### src/logic/tracker_pkg.sv
package tracker_pkg;

    // raster positions and pixel colour
    typedef logic [10:0] h_pos_t;
    typedef logic [9:0]  v_pos_t;
    typedef logic [11:0] rgb_t;  // 4 bits per channel with r in the top nibble

    ////////////////////
    // display timing for 1024x768 at 65 MHz
    localparam h_pos_t H_ACTIVE = 11'd1024;
    localparam h_pos_t H_FRONT  = 11'd24;
    localparam h_pos_t H_SYNC   = 11'd136;
    localparam h_pos_t H_BACK   = 11'd160;
    localparam h_pos_t H_TOTAL  = H_ACTIVE + H_FRONT + H_SYNC + H_BACK;  // 1344

    localparam v_pos_t V_ACTIVE = 10'd768;
    localparam v_pos_t V_FRONT  = 10'd3;
    localparam v_pos_t V_SYNC   = 10'd6;
    localparam v_pos_t V_BACK   = 10'd29;
    localparam v_pos_t V_TOTAL  = V_ACTIVE + V_FRONT + V_SYNC + V_BACK;  // 806

    // camera image sits in the top left corner
    localparam h_pos_t CAM_H = 11'd640;
    localparam v_pos_t CAM_V = 10'd480;

    ////////////////////
    // tracking regions with inclusive bounds
    localparam h_pos_t BALL_H_LO   = 11'd20;
    localparam h_pos_t BALL_H_HI   = 11'd319;
    localparam h_pos_t TGT_H_LO    = 11'd320;
    localparam h_pos_t TGT_H_HI    = 11'd639;
    localparam v_pos_t REGION_V_LO = 10'd50;
    localparam v_pos_t REGION_V_HI = 10'd400;

    localparam v_pos_t DEADBAND = 10'd2;  // lines

    // centroid arithmetic
    localparam int SUM_BITS = 27;  // also the divider iteration count
    typedef logic [SUM_BITS-1:0] sum_t;
    typedef logic [16:0] count_t;

endpackage

### src/logic/raster_timing.sv
`timescale 1ns/1ps

module raster_timing (
    input  logic                clk_65mhz,
    input  logic                rst_n,
    output tracker_pkg::h_pos_t hcount,
    output tracker_pkg::v_pos_t vcount,
    output logic                hsync,
    output logic                vsync,
    output logic                blank
);
    import tracker_pkg::*;

    localparam h_pos_t HS_START = H_ACTIVE + H_FRONT;
    localparam h_pos_t HS_END   = HS_START + H_SYNC;
    localparam v_pos_t VS_START = V_ACTIVE + V_FRONT;
    localparam v_pos_t VS_END   = VS_START + V_SYNC;

    h_pos_t h_next;
    v_pos_t v_next;
    logic   line_end;

    always_comb begin
        line_end = (hcount == H_TOTAL - 1'b1);
        h_next   = line_end ? '0 : hcount + 1'b1;
        if (!line_end)
            v_next = vcount;
        else if (vcount == V_TOTAL - 1'b1)
            v_next = '0;  // wrap to the top of the frame
        else
            v_next = vcount + 1'b1;
    end

    // syncs and blank come from the next position so they line up with the counters
    always_ff @(posedge clk_65mhz or negedge rst_n) begin
        if (!rst_n) begin
            hcount <= '0;
            vcount <= '0;
            hsync  <= 1'b0;
            vsync  <= 1'b0;
            blank  <= 1'b0;
        end else begin
            hcount <= h_next;
            vcount <= v_next;
            hsync  <= (h_next >= HS_START) && (h_next < HS_END);
            vsync  <= (v_next >= VS_START) && (v_next < VS_END);
            blank  <= (h_next >= H_ACTIVE) || (v_next >= V_ACTIVE);
        end
    end

    // the pixel counter stays inside one line period
    a_hcount_range: assert property (@(posedge clk_65mhz) disable iff (!rst_n)
        hcount < H_TOTAL);

endmodule

### src/logic/color_filter.sv
`timescale 1ns/1ps

module color_filter #(
    parameter logic [3:0] R_LO = 4'd8,
    parameter logic [3:0] R_HI = 4'd15,
    parameter logic [3:0] G_LO = 4'd0,
    parameter logic [3:0] G_HI = 4'd5,
    parameter logic [3:0] B_LO = 4'd0,
    parameter logic [3:0] B_HI = 4'd5
) (
    input  logic                clk_65mhz,
    input  logic                rst_n,
    input  tracker_pkg::rgb_t   pixel_rgb,
    input  tracker_pkg::h_pos_t pixel_h,
    input  tracker_pkg::v_pos_t pixel_v,
    output logic                hit,
    output tracker_pkg::h_pos_t hit_h,
    output tracker_pkg::v_pos_t hit_v
);
    import tracker_pkg::*;

    h_pos_t     h_d1;  // position that pixel_rgb belongs to
    v_pos_t     v_d1;
    logic [3:0] r, g, b;
    logic       in_cam;
    logic       match;

    assign r = pixel_rgb[11:8];
    assign g = pixel_rgb[7:4];
    assign b = pixel_rgb[3:0];

    assign in_cam = (h_d1 < CAM_H) && (v_d1 < CAM_V);  // black outside the camera
    assign match  = (r >= R_LO) && (r <= R_HI) && (g >= G_LO) && (g <= G_HI) &&
                    (b >= B_LO) && (b <= B_HI);

    always_ff @(posedge clk_65mhz) begin
        h_d1  <= pixel_h;
        v_d1  <= pixel_v;
        hit_h <= h_d1;
        hit_v <= v_d1;
    end

    always_ff @(posedge clk_65mhz or negedge rst_n) begin
        if (!rst_n)
            hit <= 1'b0;
        else
            hit <= in_cam && match;
    end

endmodule

### src/logic/centroid_accumulator.sv
`timescale 1ns/1ps

module centroid_accumulator #(
    parameter type pos_t = tracker_pkg::h_pos_t
) (
    input  logic clk_65mhz,
    input  logic rst_n,
    input  logic frame_done,
    input  logic sample,
    input  pos_t pos,
    output logic ready,
    output pos_t avg
);
    import tracker_pkg::*;

    localparam int CNT_BITS  = $bits(count_t);
    localparam int ITER_BITS = $clog2(SUM_BITS + 1);
    localparam logic [ITER_BITS-1:0] LAST_ITER = ITER_BITS'(SUM_BITS - 1);

    sum_t                 sum_acc;  // running sums for the frame in progress
    count_t               cnt_acc;
    logic                 busy;
    logic                 div_zero;  // no samples, so the result is forced to 0
    logic [ITER_BITS-1:0] iter;

    count_t               rem;
    count_t               divisor;
    sum_t                 quo;  // dividend bits shift out the top, quotient in the bottom
    logic [CNT_BITS:0]    trial;
    logic                 take;
    sum_t                 quo_next;

    ////////////////////
    // one restoring step per cycle
    always_comb begin
        trial    = {rem, quo[SUM_BITS-1]};
        take     = (trial >= {1'b0, divisor});
        quo_next = {quo[SUM_BITS-2:0], take};
    end

    always_ff @(posedge clk_65mhz or negedge rst_n) begin
        if (!rst_n) begin
            sum_acc  <= '0;
            cnt_acc  <= '0;
            busy     <= 1'b0;
            div_zero <= 1'b0;
            iter     <= '0;
            ready    <= 1'b0;
        end else begin
            ready <= 1'b0;
            if (frame_done) begin
                sum_acc  <= '0;
                cnt_acc  <= '0;
                busy     <= 1'b1;
                div_zero <= (cnt_acc == '0);
                iter     <= '0;
            end else begin
                if (sample) begin
                    sum_acc <= sum_acc + sum_t'(pos);
                    cnt_acc <= cnt_acc + 1'b1;
                end
                if (busy) begin
                    iter <= iter + 1'b1;
                    if (iter == LAST_ITER) begin
                        busy  <= 1'b0;
                        ready <= 1'b1;  // avg is valid with this pulse
                    end
                end
            end
        end
    end

    ////////////////////
    // divider datapath
    always_ff @(posedge clk_65mhz) begin
        if (frame_done) begin
            quo     <= sum_acc;
            divisor <= cnt_acc;
            rem     <= '0;
        end else if (busy) begin
            quo <= quo_next;
            rem <= take ? count_t'(trial - {1'b0, divisor}) : count_t'(trial);
            if (iter == LAST_ITER)
                avg <= div_zero ? '0 : pos_t'(quo_next);
        end
    end

    // frames are far longer than a divide, so a new frame end never finds it busy
    a_no_overlap: assert property (@(posedge clk_65mhz) disable iff (!rst_n)
        frame_done |-> !busy);

endmodule

### src/logic/tracking_controller.sv
`timescale 1ns/1ps

module tracking_controller (
    input  logic                clk_65mhz,
    input  logic                rst_n,
    input  tracker_pkg::h_pos_t hcount,
    input  tracker_pkg::v_pos_t vcount,
    input  logic                hit,
    input  tracker_pkg::h_pos_t hit_h,
    input  tracker_pkg::v_pos_t hit_v,
    input  logic                ball_h_ready,
    input  logic                ball_v_ready,
    input  logic                tgt_h_ready,
    input  logic                tgt_v_ready,
    input  tracker_pkg::h_pos_t ball_h_avg,
    input  tracker_pkg::v_pos_t ball_v_avg,
    input  tracker_pkg::h_pos_t tgt_h_avg,
    input  tracker_pkg::v_pos_t tgt_v_avg,
    output logic                ball_hit,
    output logic                target_hit,
    output logic                frame_done,
    output tracker_pkg::h_pos_t ball_h,
    output tracker_pkg::v_pos_t ball_v,
    output tracker_pkg::h_pos_t target_h,
    output tracker_pkg::v_pos_t target_v,
    output logic                result_valid,
    output logic                ball_low,
    output logic                ball_high,
    output logic                ball_centered
);
    import tracker_pkg::*;

    logic in_rows;
    logic all_ready;
    logic below;
    logic above;

    ////////////////////
    // region tests on the filtered pixel
    assign in_rows    = (hit_v >= REGION_V_LO) && (hit_v <= REGION_V_HI);
    assign ball_hit   = hit && in_rows && (hit_h >= BALL_H_LO) && (hit_h <= BALL_H_HI);
    assign target_hit = hit && in_rows && (hit_h >= TGT_H_LO) && (hit_h <= TGT_H_HI);

    assign all_ready = ball_h_ready && ball_v_ready && tgt_h_ready && tgt_v_ready;

    // larger line number is lower on screen
    assign below = (tgt_v_avg + DEADBAND) < ball_v_avg;
    assign above = (ball_v_avg + DEADBAND) < tgt_v_avg;

    always_ff @(posedge clk_65mhz or negedge rst_n) begin
        if (!rst_n) begin
            frame_done    <= 1'b0;
            ball_h        <= '0;
            ball_v        <= '0;
            target_h      <= '0;
            target_v      <= '0;
            result_valid  <= 1'b0;
            ball_low      <= 1'b0;
            ball_high     <= 1'b0;
            ball_centered <= 1'b0;
        end else begin
            frame_done   <= (hcount == '0) && (vcount == '0);  // top left starts a new frame
            result_valid <= all_ready;
            if (all_ready) begin
                ball_h        <= ball_h_avg;
                ball_v        <= ball_v_avg;
                target_h      <= tgt_h_avg;
                target_v      <= tgt_v_avg;
                ball_low      <= below;
                ball_high     <= above;
                ball_centered <= !below && !above;
            end
        end
    end

endmodule

### src/logic/overlay_mixer.sv
`timescale 1ns/1ps

module overlay_mixer #(
    parameter int BOX_RADIUS = 15
) (
    input  logic                clk_65mhz,
    input  logic                rst_n,
    input  tracker_pkg::h_pos_t hcount,
    input  tracker_pkg::v_pos_t vcount,
    input  logic                hsync,
    input  logic                vsync,
    input  logic                blank,
    input  tracker_pkg::rgb_t   pixel_rgb,
    input  logic                hit,
    input  tracker_pkg::h_pos_t ball_h,
    input  tracker_pkg::v_pos_t ball_v,
    input  tracker_pkg::h_pos_t target_h,
    input  tracker_pkg::v_pos_t target_v,
    input  logic                show_mask,
    input  logic                show_markers,
    output logic [3:0]          vga_r,
    output logic [3:0]          vga_g,
    output logic [3:0]          vga_b,
    output logic                vga_hs,
    output logic                vga_vs
);
    import tracker_pkg::*;

    h_pos_t h1, h2;
    v_pos_t v1, v2;
    logic   hs1, hs2, vs1, vs2, bl1, bl2;
    rgb_t   rgb2;  // camera pixel aligned with hit
    rgb_t   cam_px;
    rgb_t   px;

    // true on the outline of the square around a centre
    function automatic logic on_outline(input h_pos_t h, input v_pos_t v,
                                        input h_pos_t ch, input v_pos_t cv);
        int dh;
        int dv;
        dh = int'(h) - int'(ch);
        dv = int'(v) - int'(cv);
        dh = (dh < 0) ? -dh : dh;
        dv = (dv < 0) ? -dv : dv;
        return (dh <= BOX_RADIUS) && (dv <= BOX_RADIUS) &&
               ((dh == BOX_RADIUS) || (dv == BOX_RADIUS));
    endfunction

    assign cam_px = ((h2 < CAM_H) && (v2 < CAM_V)) ? rgb2 : '0;

    always_comb begin
        if (show_mask && hit)
            px = 12'h0F0;
        else if (show_markers && on_outline(h2, v2, ball_h, ball_v))
            px = 12'hF00;
        else if (show_markers && on_outline(h2, v2, target_h, target_v))
            px = 12'h00F;
        else
            px = cam_px;
    end

    ////////////////////
    always_ff @(posedge clk_65mhz) begin
        h1   <= hcount;
        v1   <= vcount;
        h2   <= h1;
        v2   <= v1;
        rgb2 <= pixel_rgb;
    end

    always_ff @(posedge clk_65mhz or negedge rst_n) begin
        if (!rst_n) begin
            {hs1, vs1, bl1} <= 3'b000;
            {hs2, vs2, bl2} <= 3'b000;
            {vga_r, vga_g, vga_b} <= '0;
            vga_hs <= 1'b1;  // syncs are active low on the connector
            vga_vs <= 1'b1;
        end else begin
            {hs1, vs1, bl1} <= {hsync, vsync, blank};
            {hs2, vs2, bl2} <= {hs1, vs1, bl1};
            {vga_r, vga_g, vga_b} <= bl2 ? 12'h000 : px;
            vga_hs <= ~hs2;
            vga_vs <= ~vs2;
        end
    end

endmodule

### src/logic/tracker_top.sv
`timescale 1ns/1ps

module tracker_top #(
    parameter logic [3:0] R_LO       = 4'd8,
    parameter logic [3:0] R_HI       = 4'd15,
    parameter logic [3:0] G_LO       = 4'd0,
    parameter logic [3:0] G_HI       = 4'd5,
    parameter logic [3:0] B_LO       = 4'd0,
    parameter logic [3:0] B_HI       = 4'd5,
    parameter int         BOX_RADIUS = 15
) (
    input  logic                clk_65mhz,
    input  logic                rst_n,
    input  tracker_pkg::rgb_t   pixel_rgb,  // frame buffer reply one cycle after pixel_h/v
    input  logic                show_mask,
    input  logic                show_markers,
    output tracker_pkg::h_pos_t pixel_h,
    output tracker_pkg::v_pos_t pixel_v,
    output logic [3:0]          vga_r,
    output logic [3:0]          vga_g,
    output logic [3:0]          vga_b,
    output logic                vga_hs,
    output logic                vga_vs,
    output tracker_pkg::h_pos_t ball_h,
    output tracker_pkg::v_pos_t ball_v,
    output tracker_pkg::h_pos_t target_h,
    output tracker_pkg::v_pos_t target_v,
    output logic                result_valid,
    output logic                ball_low,
    output logic                ball_high,
    output logic                ball_centered
);
    import tracker_pkg::*;

    logic   hsync, vsync, blank;
    logic   hit;
    h_pos_t hit_h;
    v_pos_t hit_v;
    logic   ball_hit, target_hit, frame_done;
    logic   ball_h_ready, ball_v_ready, tgt_h_ready, tgt_v_ready;
    h_pos_t ball_h_avg, tgt_h_avg;
    v_pos_t ball_v_avg, tgt_v_avg;

    raster_timing raster0 (.clk_65mhz, .rst_n, .hcount(pixel_h), .vcount(pixel_v),
                           .hsync, .vsync, .blank);

    color_filter #(.R_LO(R_LO), .R_HI(R_HI), .G_LO(G_LO), .G_HI(G_HI),
                   .B_LO(B_LO), .B_HI(B_HI)) filter0 (
        .clk_65mhz, .rst_n, .pixel_rgb, .pixel_h, .pixel_v, .hit, .hit_h, .hit_v);

    ////////////////////
    // one accumulator per coordinate and region
    centroid_accumulator #(.pos_t(h_pos_t)) ball_h_acc (.clk_65mhz, .rst_n, .frame_done,
        .sample(ball_hit), .pos(hit_h), .ready(ball_h_ready), .avg(ball_h_avg));
    centroid_accumulator #(.pos_t(v_pos_t)) ball_v_acc (.clk_65mhz, .rst_n, .frame_done,
        .sample(ball_hit), .pos(hit_v), .ready(ball_v_ready), .avg(ball_v_avg));
    centroid_accumulator #(.pos_t(h_pos_t)) tgt_h_acc (.clk_65mhz, .rst_n, .frame_done,
        .sample(target_hit), .pos(hit_h), .ready(tgt_h_ready), .avg(tgt_h_avg));
    centroid_accumulator #(.pos_t(v_pos_t)) tgt_v_acc (.clk_65mhz, .rst_n, .frame_done,
        .sample(target_hit), .pos(hit_v), .ready(tgt_v_ready), .avg(tgt_v_avg));

    tracking_controller ctrl0 (
        .clk_65mhz, .rst_n, .hcount(pixel_h), .vcount(pixel_v), .hit, .hit_h, .hit_v,
        .ball_h_ready, .ball_v_ready, .tgt_h_ready, .tgt_v_ready,
        .ball_h_avg, .ball_v_avg, .tgt_h_avg, .tgt_v_avg,
        .ball_hit, .target_hit, .frame_done,
        .ball_h, .ball_v, .target_h, .target_v,
        .result_valid, .ball_low, .ball_high, .ball_centered);

    overlay_mixer #(.BOX_RADIUS(BOX_RADIUS)) mixer0 (
        .clk_65mhz, .rst_n, .hcount(pixel_h), .vcount(pixel_v),
        .hsync, .vsync, .blank, .pixel_rgb, .hit,
        .ball_h, .ball_v, .target_h, .target_v, .show_mask, .show_markers,
        .vga_r, .vga_g, .vga_b, .vga_hs, .vga_vs);

endmodule

### config.mk
export PLATFORM = sky130hd
export DESIGN_NAME = tracker_top
export DESIGN_NICKNAME = d
export VERILOG_FILES = /design/src/logic/tracker_pkg.sv /design/src/logic/raster_timing.sv /design/src/logic/color_filter.sv /design/src/logic/centroid_accumulator.sv /design/src/logic/tracking_controller.sv /design/src/logic/overlay_mixer.sv /design/src/logic/tracker_top.sv
export SDC_FILE = /design/constraint.sdc
export NUM_CORES = 1
export LEC_CHECK = 0
export ABC_AREA = 1
export BUFFER_PORTS_ARGS = -buffer_cell sky130_fd_sc_hd__buf_2
export CORE_ASPECT_RATIO = 0.5
export CORE_UTILIZATION = 40
export DETAILED_ROUTE_END_ITERATION = 10
export SETUP_SLACK_MARGIN = 0.3
export SLEW_MARGIN = 20
export SYNTH_ARGS = -nofsm -noshare
export SYNTH_HDL_FRONTEND = slang
export SYNTH_SLANG_ARGS = --single-unit
### constraint.sdc
create_clock -name clk_65mhz -period 3.3 [get_ports clk_65mhz]
set_clock_uncertainty 0.15 [all_clocks]
set_input_delay 0.33 -clock clk_65mhz [delete_from_list [all_inputs] [get_ports clk_65mhz]]
set_output_delay 0.33 -clock clk_65mhz [all_outputs]
set_load 0.02 [all_outputs]
======== After elaboration in Yosys (flattened, before gate mapping) ========
Cells that the tools add are included.
storage, ports and cells
  bits in registers ....................... 640
  input bits .............................. 16
  logic and storage cells ................. 269
cells by class
  $add $sub $neg .......................... 28
  $lt $le $gt $ge ......................... 36
  equality and inequality tests ........... 10
  multiplexer cells ....................... 72
  bitwise gates (word level) .............. 3
  reduce and logical (&&, ||, !) cells .... 49
operator list
  operator                 number
  $mux W27                 16
  $mux W17                 12
  $eq A32 B5 Y1 const B    4
  $le A32 B5 Y1 const B    4
  $lt A32 B1 Y1 const B    4
  $mux W32                 4
  $neg A32 Y32             4
  $ge A18 B17 Y1           4
  $add A17 B1 Y17 const B  4
  $logic_not A17 Y1        4
  $sub A17 B17 Y17         4
  $mux W12                 5
  $add A27 B10 Y27         2
  $add A27 B11 Y27         2
  $mux W5                  8
  $logic_and A1 B1 Y1      28
  $mux W1                  24
  $sub A11 B11 Y12         2
  $ge A11 B11 Y1 const B   2
  $lt A11 B10 Y1 const B   2
  $sub A10 B10 Y11         2
  $add A10 B2 Y10 const B  2
  $add A5 B1 Y5 const B    4
  $eq A5 B5 Y1 const B     4
  other kinds (28)         47

======== Logic depth before layout (Yosys ltp) ========
  word-level depth ........................ 11
  depth in mapped cells ................... 22
  gate-level depth less buffers ........... 21

======== Cells and area by module ========
From an unflattened synthesis, not the netlist that was laid out.
second synthesis, totals
  cell total of the unflattened synthesis .. 5214
  area, all modules ....................... 39542.9 sq um
by module, submodules not included
  module                                 times used  cells each  area an instance (sq um)
  centroid_accumulator (ball_h_acc ...)  2           949         7264.5
  centroid_accumulator (tgt_v_acc)       1           939         7275.7
  centroid_accumulator (ball_v_acc)      1           921         7144.4
  overlay_mixer                          1           860         5580.4
  tracking_controller                    1           342         2635.0
  raster_timing                          1           198         1451.4
  color_filter                           1           56          927.1

======== Least setup slack after synthesis ========
Ideal clock, no wire load.
  kind .................................... register to register
  start ................................... register ctrl0.frame_done
  end ..................................... register ball_h_acc.avg[0] (netlist bit) (enable)
  data arrival time ....................... 3.191 ns
  data required time ...................... 2.848 ns
  slack ................................... -0.342 ns
  cell stages (with the launch flop) ...... 6
  buffers on the path ..................... 4
  clock period less this slack ............ 3.642 ns
  path through ............................ dfrtp_1 -> clkbuf_1 -> buf_1 -> clkbuf_1 -> clkbuf_1 -> nor3_1
between the ends
  word-level cells in the longest chain between the ends .. 2
ends and longest elaborated chain
  element                      line                        text
  start, declared              tracking_controller.sv:21   output logic frame_done,
  start signal, assigned       tracking_controller.sv:62   frame_done <= (hcount == '0) && (vcount == '0);
  $not A1 Y1 (no line)         n/a
  $reduce_and A3 Y1 (no line)  n/a
  end signal, assigned         centroid_accumulator.sv:84  avg <= div_zero ? '0 : pos_t'(quo_next);
  end, declared                centroid_accumulator.sv:12  output pos_t avg
Every way passes these cells.
A chain may end at the register's enable or synchronous reset.

======== Worst setup path after layout ========
  start ................................... register mixer0.h2[0]
  end ..................................... register mixer0.vga_g[1]
between the ends
  word-level cells in the longest chain between the ends .. 11
  elaborated cells on any way between the ends .. 27
  classes of those cells .................. add/sub (4); order compare (5); eq/ne (2); mux (7); reduce/logical (9)
ends and longest elaborated chain
  element                                                    line                                      text
  start, declared                                            overlay_mixer.sv:29                       h_pos_t h1, h2;
  start signal, assigned                                     overlay_mixer.sv:66                       h2 <= h1;
  $sub A11 B11 Y12                                           overlay_mixer.sv:41                       dh = int'(h) - int'(ch);
  $neg A32 Y32 or $lt A32 B1 Y1 (tied branches)              overlay_mixer.sv:43                       dh = (dh < 0) ? -dh : dh;
  $mux W32                                                   overlay_mixer.sv:43
  $le A32 B5 Y1 or $eq A32 B5 Y1 (tied branches)             overlay_mixer.sv:45, overlay_mixer.sv:46
  $logic_and A1 B1 Y1 or $logic_or A1 B1 Y1 (tied branches)  overlay_mixer.sv:45, overlay_mixer.sv:46
  $logic_and A1 B1 Y1                                        overlay_mixer.sv:45                       return (dh <= BOX_RADIUS) && (dv <= BOX_RADIUS) &&
  $logic_and A1 B1 Y1                                        overlay_mixer.sv:56                       else if (show_markers && on_outline(h2, v2, target_h, target_v))
  $mux W12                                                   overlay_mixer.sv:56
  $mux W12 (*)                                               overlay_mixer.sv:54                       else if (show_markers && on_outline(h2, v2, ball_h, ball_v))
  $mux W12 (*)                                               overlay_mixer.sv:52                       if (show_mask && hit)
  $mux W12 (*)                                               overlay_mixer.sv:81                       {vga_r, vga_g, vga_b} <= bl2 ? 12'h000 : px;
  end signal, assigned                                       overlay_mixer.sv:81
  end, declared                                              overlay_mixer.sv:22                       output logic [3:0] vga_g,
Mark *: on every way between the ends. The rest lies on a longest branch, timed or not.

==> impl_results.html <==
<table>
<tr><th>Metric</th><th>Value</th></tr>
<tr><th colspan="2">Timing</th></tr>
<tr><td>Number of endpoints with negative hold slack in the final report</td><td>0</td></tr>
<tr><td>Fin Hold WS</td><td>~0.11 ns</td></tr>
<tr><td>Setup violations, final</td><td>0</td></tr>
<tr><td>Smallest setup slack after layout</td><td>0.312 ns</td></tr>
<tr><td>Setup repair after global routing missed its margin</td><td>yes</td></tr>
<tr><td>Top achievable clock speed</td><td>335 MHz</td></tr>
<tr><td>Post-layout min period</td><td>2.99 ns</td></tr>
<tr><td>Worst-margin pin slew</td><td>about 1.0 ns</td></tr>
<tr><td>Setup TNS after final layout</td><td>0 ns</td></tr>
<tr><td>Worst slew margin relative to its limit</td><td>0.319</td></tr>
<tr><td>Pins Over Slew Limit</td><td>0</td></tr>
<tr><td>Final cycle utilization of the critical path</td><td>0.905</td></tr>
<tr><th colspan="2">Pwr</th></tr>
<tr><td>Power Density</td><td>384 nW/µm²</td></tr>
<tr><td>LEAKAGE</td><td>~19 nW</td></tr>
<tr><td>Peak supply drop</td><td>0.000398 V</td></tr>
<tr><td>Overall power after layout</td><td>15.6 mW</td></tr>
<tr><th colspan="2">Floorplan</th></tr>
<tr><td>Vertical extent of the die</td><td>212 µm</td></tr>
<tr><td>Die boundary width</td><td>between 400 and 500 µm</td></tr>
<tr><td>Starting utilization of the core area</td><td>0.408</td></tr>
<tr><td>Number of standard-cell rows in the floorplan</td><td>76</td></tr>
<tr><td>IO Pins</td><td>just under 100</td></tr>
<tr><td>Die ar.</td><td>between 80000 and 90000 µm²</td></tr>
<tr><td>Placeable core region</td><td>86800 µm²</td></tr>
<tr><th colspan="2">Clock tree</th></tr>
<tr><td>TritonCTS Sinks</td><td>640</td></tr>
<tr><td>Post-CTS clock slew at the launch and capture registers of the worst setup and hold paths</td><td>approximately 0.070 ns</td></tr>
<tr><td>Number of buffers inserted during clock tree synthesis</td><td>60</td></tr>
<tr><td>Max Buffers Root-to-Sink</td><td>3</td></tr>
<tr><td>CTS H-tree depth</td><td>2</td></tr>
<tr><td>TritonCTS clock tree</td><td>built</td></tr>
<tr><td>Clock latency on the worst-skew pair</td><td>0.66 ns</td></tr>
<tr><td>CTS root buffer</td><td>clkbuf_16</td></tr>
<tr><th colspan="2">Synth</th></tr>
<tr><td>Number of warnings issued by yosys</td><td>0</td></tr>
<tr><td>Number of standard cells after synthesis</td><td>roughly 4300</td></tr>
<tr><td>Post-synthesis sequential element count</td><td>between 600 and 700</td></tr>
<tr><td>Syn_nets</td><td>~4500</td></tr>
<tr><td>Number of unique standard cell types used by synthesis</td><td>66</td></tr>
<tr><td>Synthesized area</td><td>around 35000 µm²</td></tr>
<tr><td>Top FF cell, synth</td><td>dfrtp_1</td></tr>
<tr><td>FFs w/ async S/R, synth</td><td>0.469</td></tr>
<tr><td>Register area share after synthesis</td><td>0.466</td></tr>
<tr><td>Count of flip-flops with a built-in enable after synthesis</td><td>218</td></tr>
<tr><td>Avg Cell Area, Syn</td><td>~8.2 µm²</td></tr>
<tr><th colspan="2">Place</th></tr>
<tr><td>Post-DP HPWL</td><td>around 67 mm</td></tr>
<tr><td>GPL Wtd Cong</td><td>roughly 0.9</td></tr>
<tr><td>Count of placed standard cells including taps</td><td>~5500</td></tr>
<tr><td>Placement-stage worst setup slack</td><td>around 0.12 ns</td></tr>
<tr><td>Count of input and output buffers</td><td>96</td></tr>
<tr><th colspan="2">Worst setup path</th></tr>
<tr><td>Endpoint of the worst register-to-register path</td><td>mixer0.vga_g[1]$_DFF_PN0_</td></tr>
<tr><td>R2R depth</td><td>18</td></tr>
<tr><td>Crit-path most repeated cell</td><td>nand3_2</td></tr>
<tr><td>WS Path Type</td><td>register to register</td></tr>
<tr><td>Critical path capture point type</td><td>register</td></tr>
<tr><td>Largest driver fanout on the critical path</td><td>5</td></tr>
<tr><td>Delay of the slowest critical-path stage</td><td>about 0.43 ns</td></tr>
<tr><td>Startpoint of the worst register-to-register path</td><td>mixer0.h2[0]$_DFF_P_</td></tr>
<tr><td>Worst setup startpoint</td><td>mixer0.h2[0]$_DFF_P_</td></tr>
<tr><td>Data required time at the worst endpoint</td><td>approximately 3.7 ns</td></tr>
<tr><td>Arr. time, crit path</td><td>about 3.4 ns</td></tr>
<tr><td>Register-to-register setup slack</td><td>around 0.31 ns</td></tr>
<tr><td>Category of the worst setup path launch point</td><td>register</td></tr>
<tr><td>Critical-path cell list</td><td>inv_4 -&gt; ha_4 -&gt; inv_2 -&gt; fa_2 -&gt; inv_2 -&gt; ha_4 -&gt; and2_4 -&gt; nand3_2 -&gt; nor2_4 -&gt; nand3_2 -&gt; nor2_1 -&gt; nand3_1 -&gt; nand2_1 -&gt; nand2_1 -&gt; nor2_4 -&gt; nand2_4 -&gt; nand3_2 -&gt; a21oi_2</td></tr>
<tr><td>Slowest cell on the critical path</td><td>fa_2</td></tr>
<tr><th colspan="2">GRT</th></tr>
<tr><td>Largest net degree at the start of global routing</td><td>about 120</td></tr>
<tr><td>Overall Global Routing Usage</td><td>0.203</td></tr>
<tr><td>Total congestion overflow</td><td>0</td></tr>
<tr><td>Number of antenna violations at the first check in global routing</td><td>4</td></tr>
<tr><td>Wire length of the first global-routing pass</td><td>~150 mm</td></tr>
<tr><td>Vias in the first global route</td><td>28000</td></tr>
<tr><th colspan="2">Finish</th></tr>
<tr><td>Filler instances</td><td>~8300</td></tr>
<tr><td>Number of standard cells in the layout, taps in and fillers out</td><td>5687</td></tr>
<tr><td>Total area of sequential cells</td><td>about 17000 µm²</td></tr>
<tr><td>Synthesis-to-layout area growth</td><td>14.9%</td></tr>
<tr><td>Multi-input gate area in the final layout</td><td>around 17000 µm²</td></tr>
<tr><td>NumNets Final</td><td>4688</td></tr>
<tr><td>Proportion of layout cells with a drive suffix above 1</td><td>0.114</td></tr>
<tr><th colspan="2">Detailed routing</th></tr>
<tr><td>Number of iterations in the first detailed-routing pass</td><td>8</td></tr>
<tr><td>Routed wire length</td><td>91.9 mm</td></tr>
<tr><td>Drt initial violations</td><td>around 2100</td></tr>
<tr><td>Total via count in the routed design</td><td>29300</td></tr>
<tr><td>Avg WL per Cell</td><td>16.2 µm</td></tr>
<tr><td>Vias per cell</td><td>5.15</td></tr>
<tr><td>Antenna viol nets, final</td><td>0</td></tr>
<tr><td>Detailed-route DRC error count</td><td>0</td></tr>
<tr><th colspan="2">Flow run</th></tr>
<tr><td>Max-cap violation count</td><td>0</td></tr>
<tr><th colspan="2">Run status</th></tr>
<tr><td>Run status</td><td>complete, no violations</td></tr>
<tr><th colspan="2">Worst hold path</th></tr>
<tr><td>HP Class</td><td>input port to asynchronous set/reset pin</td></tr>
</table>
-- cells by family after synthesis --
logic type / synth area share
and+or+nand+nor: 0.210
buffers and inverters: 0.0759
xor gates and xnor gates: 0.0341
AOI/OAI and AO/OA: 0.138
adders and majority gates: 0.0761
DFF: 0.466
-- state kept, by name (all words and copies together), names as in the netlist, 27 cells and up --
name                count
tgt_h_acc.sum_acc      27
ball_v_acc.sum_acc     27
ball_v_acc.quo         27
tgt_h_acc.quo          27
ball_h_acc.quo         27
tgt_v_acc.sum_acc      27
ball_h_acc.sum_acc     27
tgt_v_acc.quo          27
-- layout by cell type (no fill, tap or decap), types with 13 or more instances in the layout --
cell type and instances:
a21o_1 13, a21oi_1 290, a21oi_2 21, a31oi_1 22
buf_2 95, buf_4 92, clkbuf_16 62, dfrtp_1 297
dfxtp_1 106, dfxtp_2 14, dlygate4sd3_1 14, edfxtp_1 218
ha_1 179, inv_1 574, inv_2 19, nand2_1 911
nand2_2 21, nand3_1 165, nand3_2 35, nand4_1 75
nor2_1 279, nor2_2 18, nor2_4 13, nor3_1 91
nor3_2 18, nor4_1 48, o21a_1 18, o21ai_0 400
o21ai_1 19, o22ai_1 16, o31ai_1 35, xnor2_1 49
xor2_1 87
-- metal layers --
metal / up-vias / wire (µm) / GRT usage
met5: - / 13 / 0
met4: 2 / 2450 / 0.0615
met3: 124 / 4390 / 0.0301
met2: 589 / 40300 / 0.321
met1: 13800 / 44700 / 0.287
li1: 14700 / - / -
-- power by group --
part           total (mW)  switching (mW)  leakage, nW  internal, mW
Combinational       0.159           0.113         11.1        0.0459
Sequential           8.17         0.00668         6.42          8.16
Clock                7.29            3.25        0.987          4.04
Total                15.6            3.37         18.5          12.2
-- worst max-delay path, delay by kind of cell, from the launching register on --
family	cells	cell delay, ns
compound gates	1	0.06
fa+ha+maj	3	0.71
buf+inv	3	0.22
flops	1	0.35
simple gates	11	1.36
-- area by class of cell --
| type | count | area share |
|---|---|---|
| multi-input cells | 2949 | 0.414 |
| diodes | 1 | 0.0000615 |
| clock inverters | 39 | 0.0104 |
| clock buffers | 75 | 0.0403 |
| repair buffers | 212 | 0.0368 |
| well taps | 1170 | 0.0360 |
| flip-flops and latches | 640 | 0.406 |
| inverters | 601 | 0.0558 |
-- worst max-delay path by stage --
stage	cells after the start	slack (ns)	end
2_1_floorplan	5	0.15	ball_h_acc.avg[0]$_SDFFCE_PP0P_
3_5_place_dp	18	0.12	mixer0.vga_g[1]$_DFF_PN0_
5_1_grt	17	0.17	mixer0.vga_g[1]$_DFF_PN0_
4_1_cts	16	0.28	mixer0.vga_g[1]$_DFF_PN0_
6_report	18	0.31	mixer0.vga_g[1]$_DFF_PN0_
3_3_place_gp	19	0.18	mixer0.vga_g[2]$_DFF_PN0_
-- through the flow --
stage	util	cell area [µm²]
after global placement	0.433	37600
after detailed placement	0.433	37600
after global routing	0.469	40700
after CTS	0.462	40100
after floorplan	-	35400
final	0.469	40700
-- cells in the mapped netlist (18+ instances only) --
cell type / n / area [µm²]
nand2_1: 922 / 3460
inv_1: 588 / 2210
o21ai_0: 404 / 2020
a21oi_1: 304 / 1520
dfrtp_1: 298 / 7460
nor2_1: 294 / 1100
edfxtp_1: 218 / 6550
ha_1: 196 / 2450
nand3_1: 195 / 976
dfxtp_1: 122 / 2440
nor3_1: 101 / 505
xor2_1: 87 / 762
clkbuf_1: 85 / 319
nand4_1: 75 / 469
xnor2_1: 51 / 447
nor4_1: 48 / 300
o31ai_1: 35 / 263
a31oi_1: 22 / 138
o21a_1: 18 / 135
-- repair_timing --
item                                    CTS  global route
hold endpoints to repair                 84             0
buffers inserted                          9            13
endpoints found under the setup margin   15            43
gates resized for setup                  62           111
cloned                                    2             0
hold buffers                             14             0
pin swaps                                14            44
(Power assumes the default switching activity.)
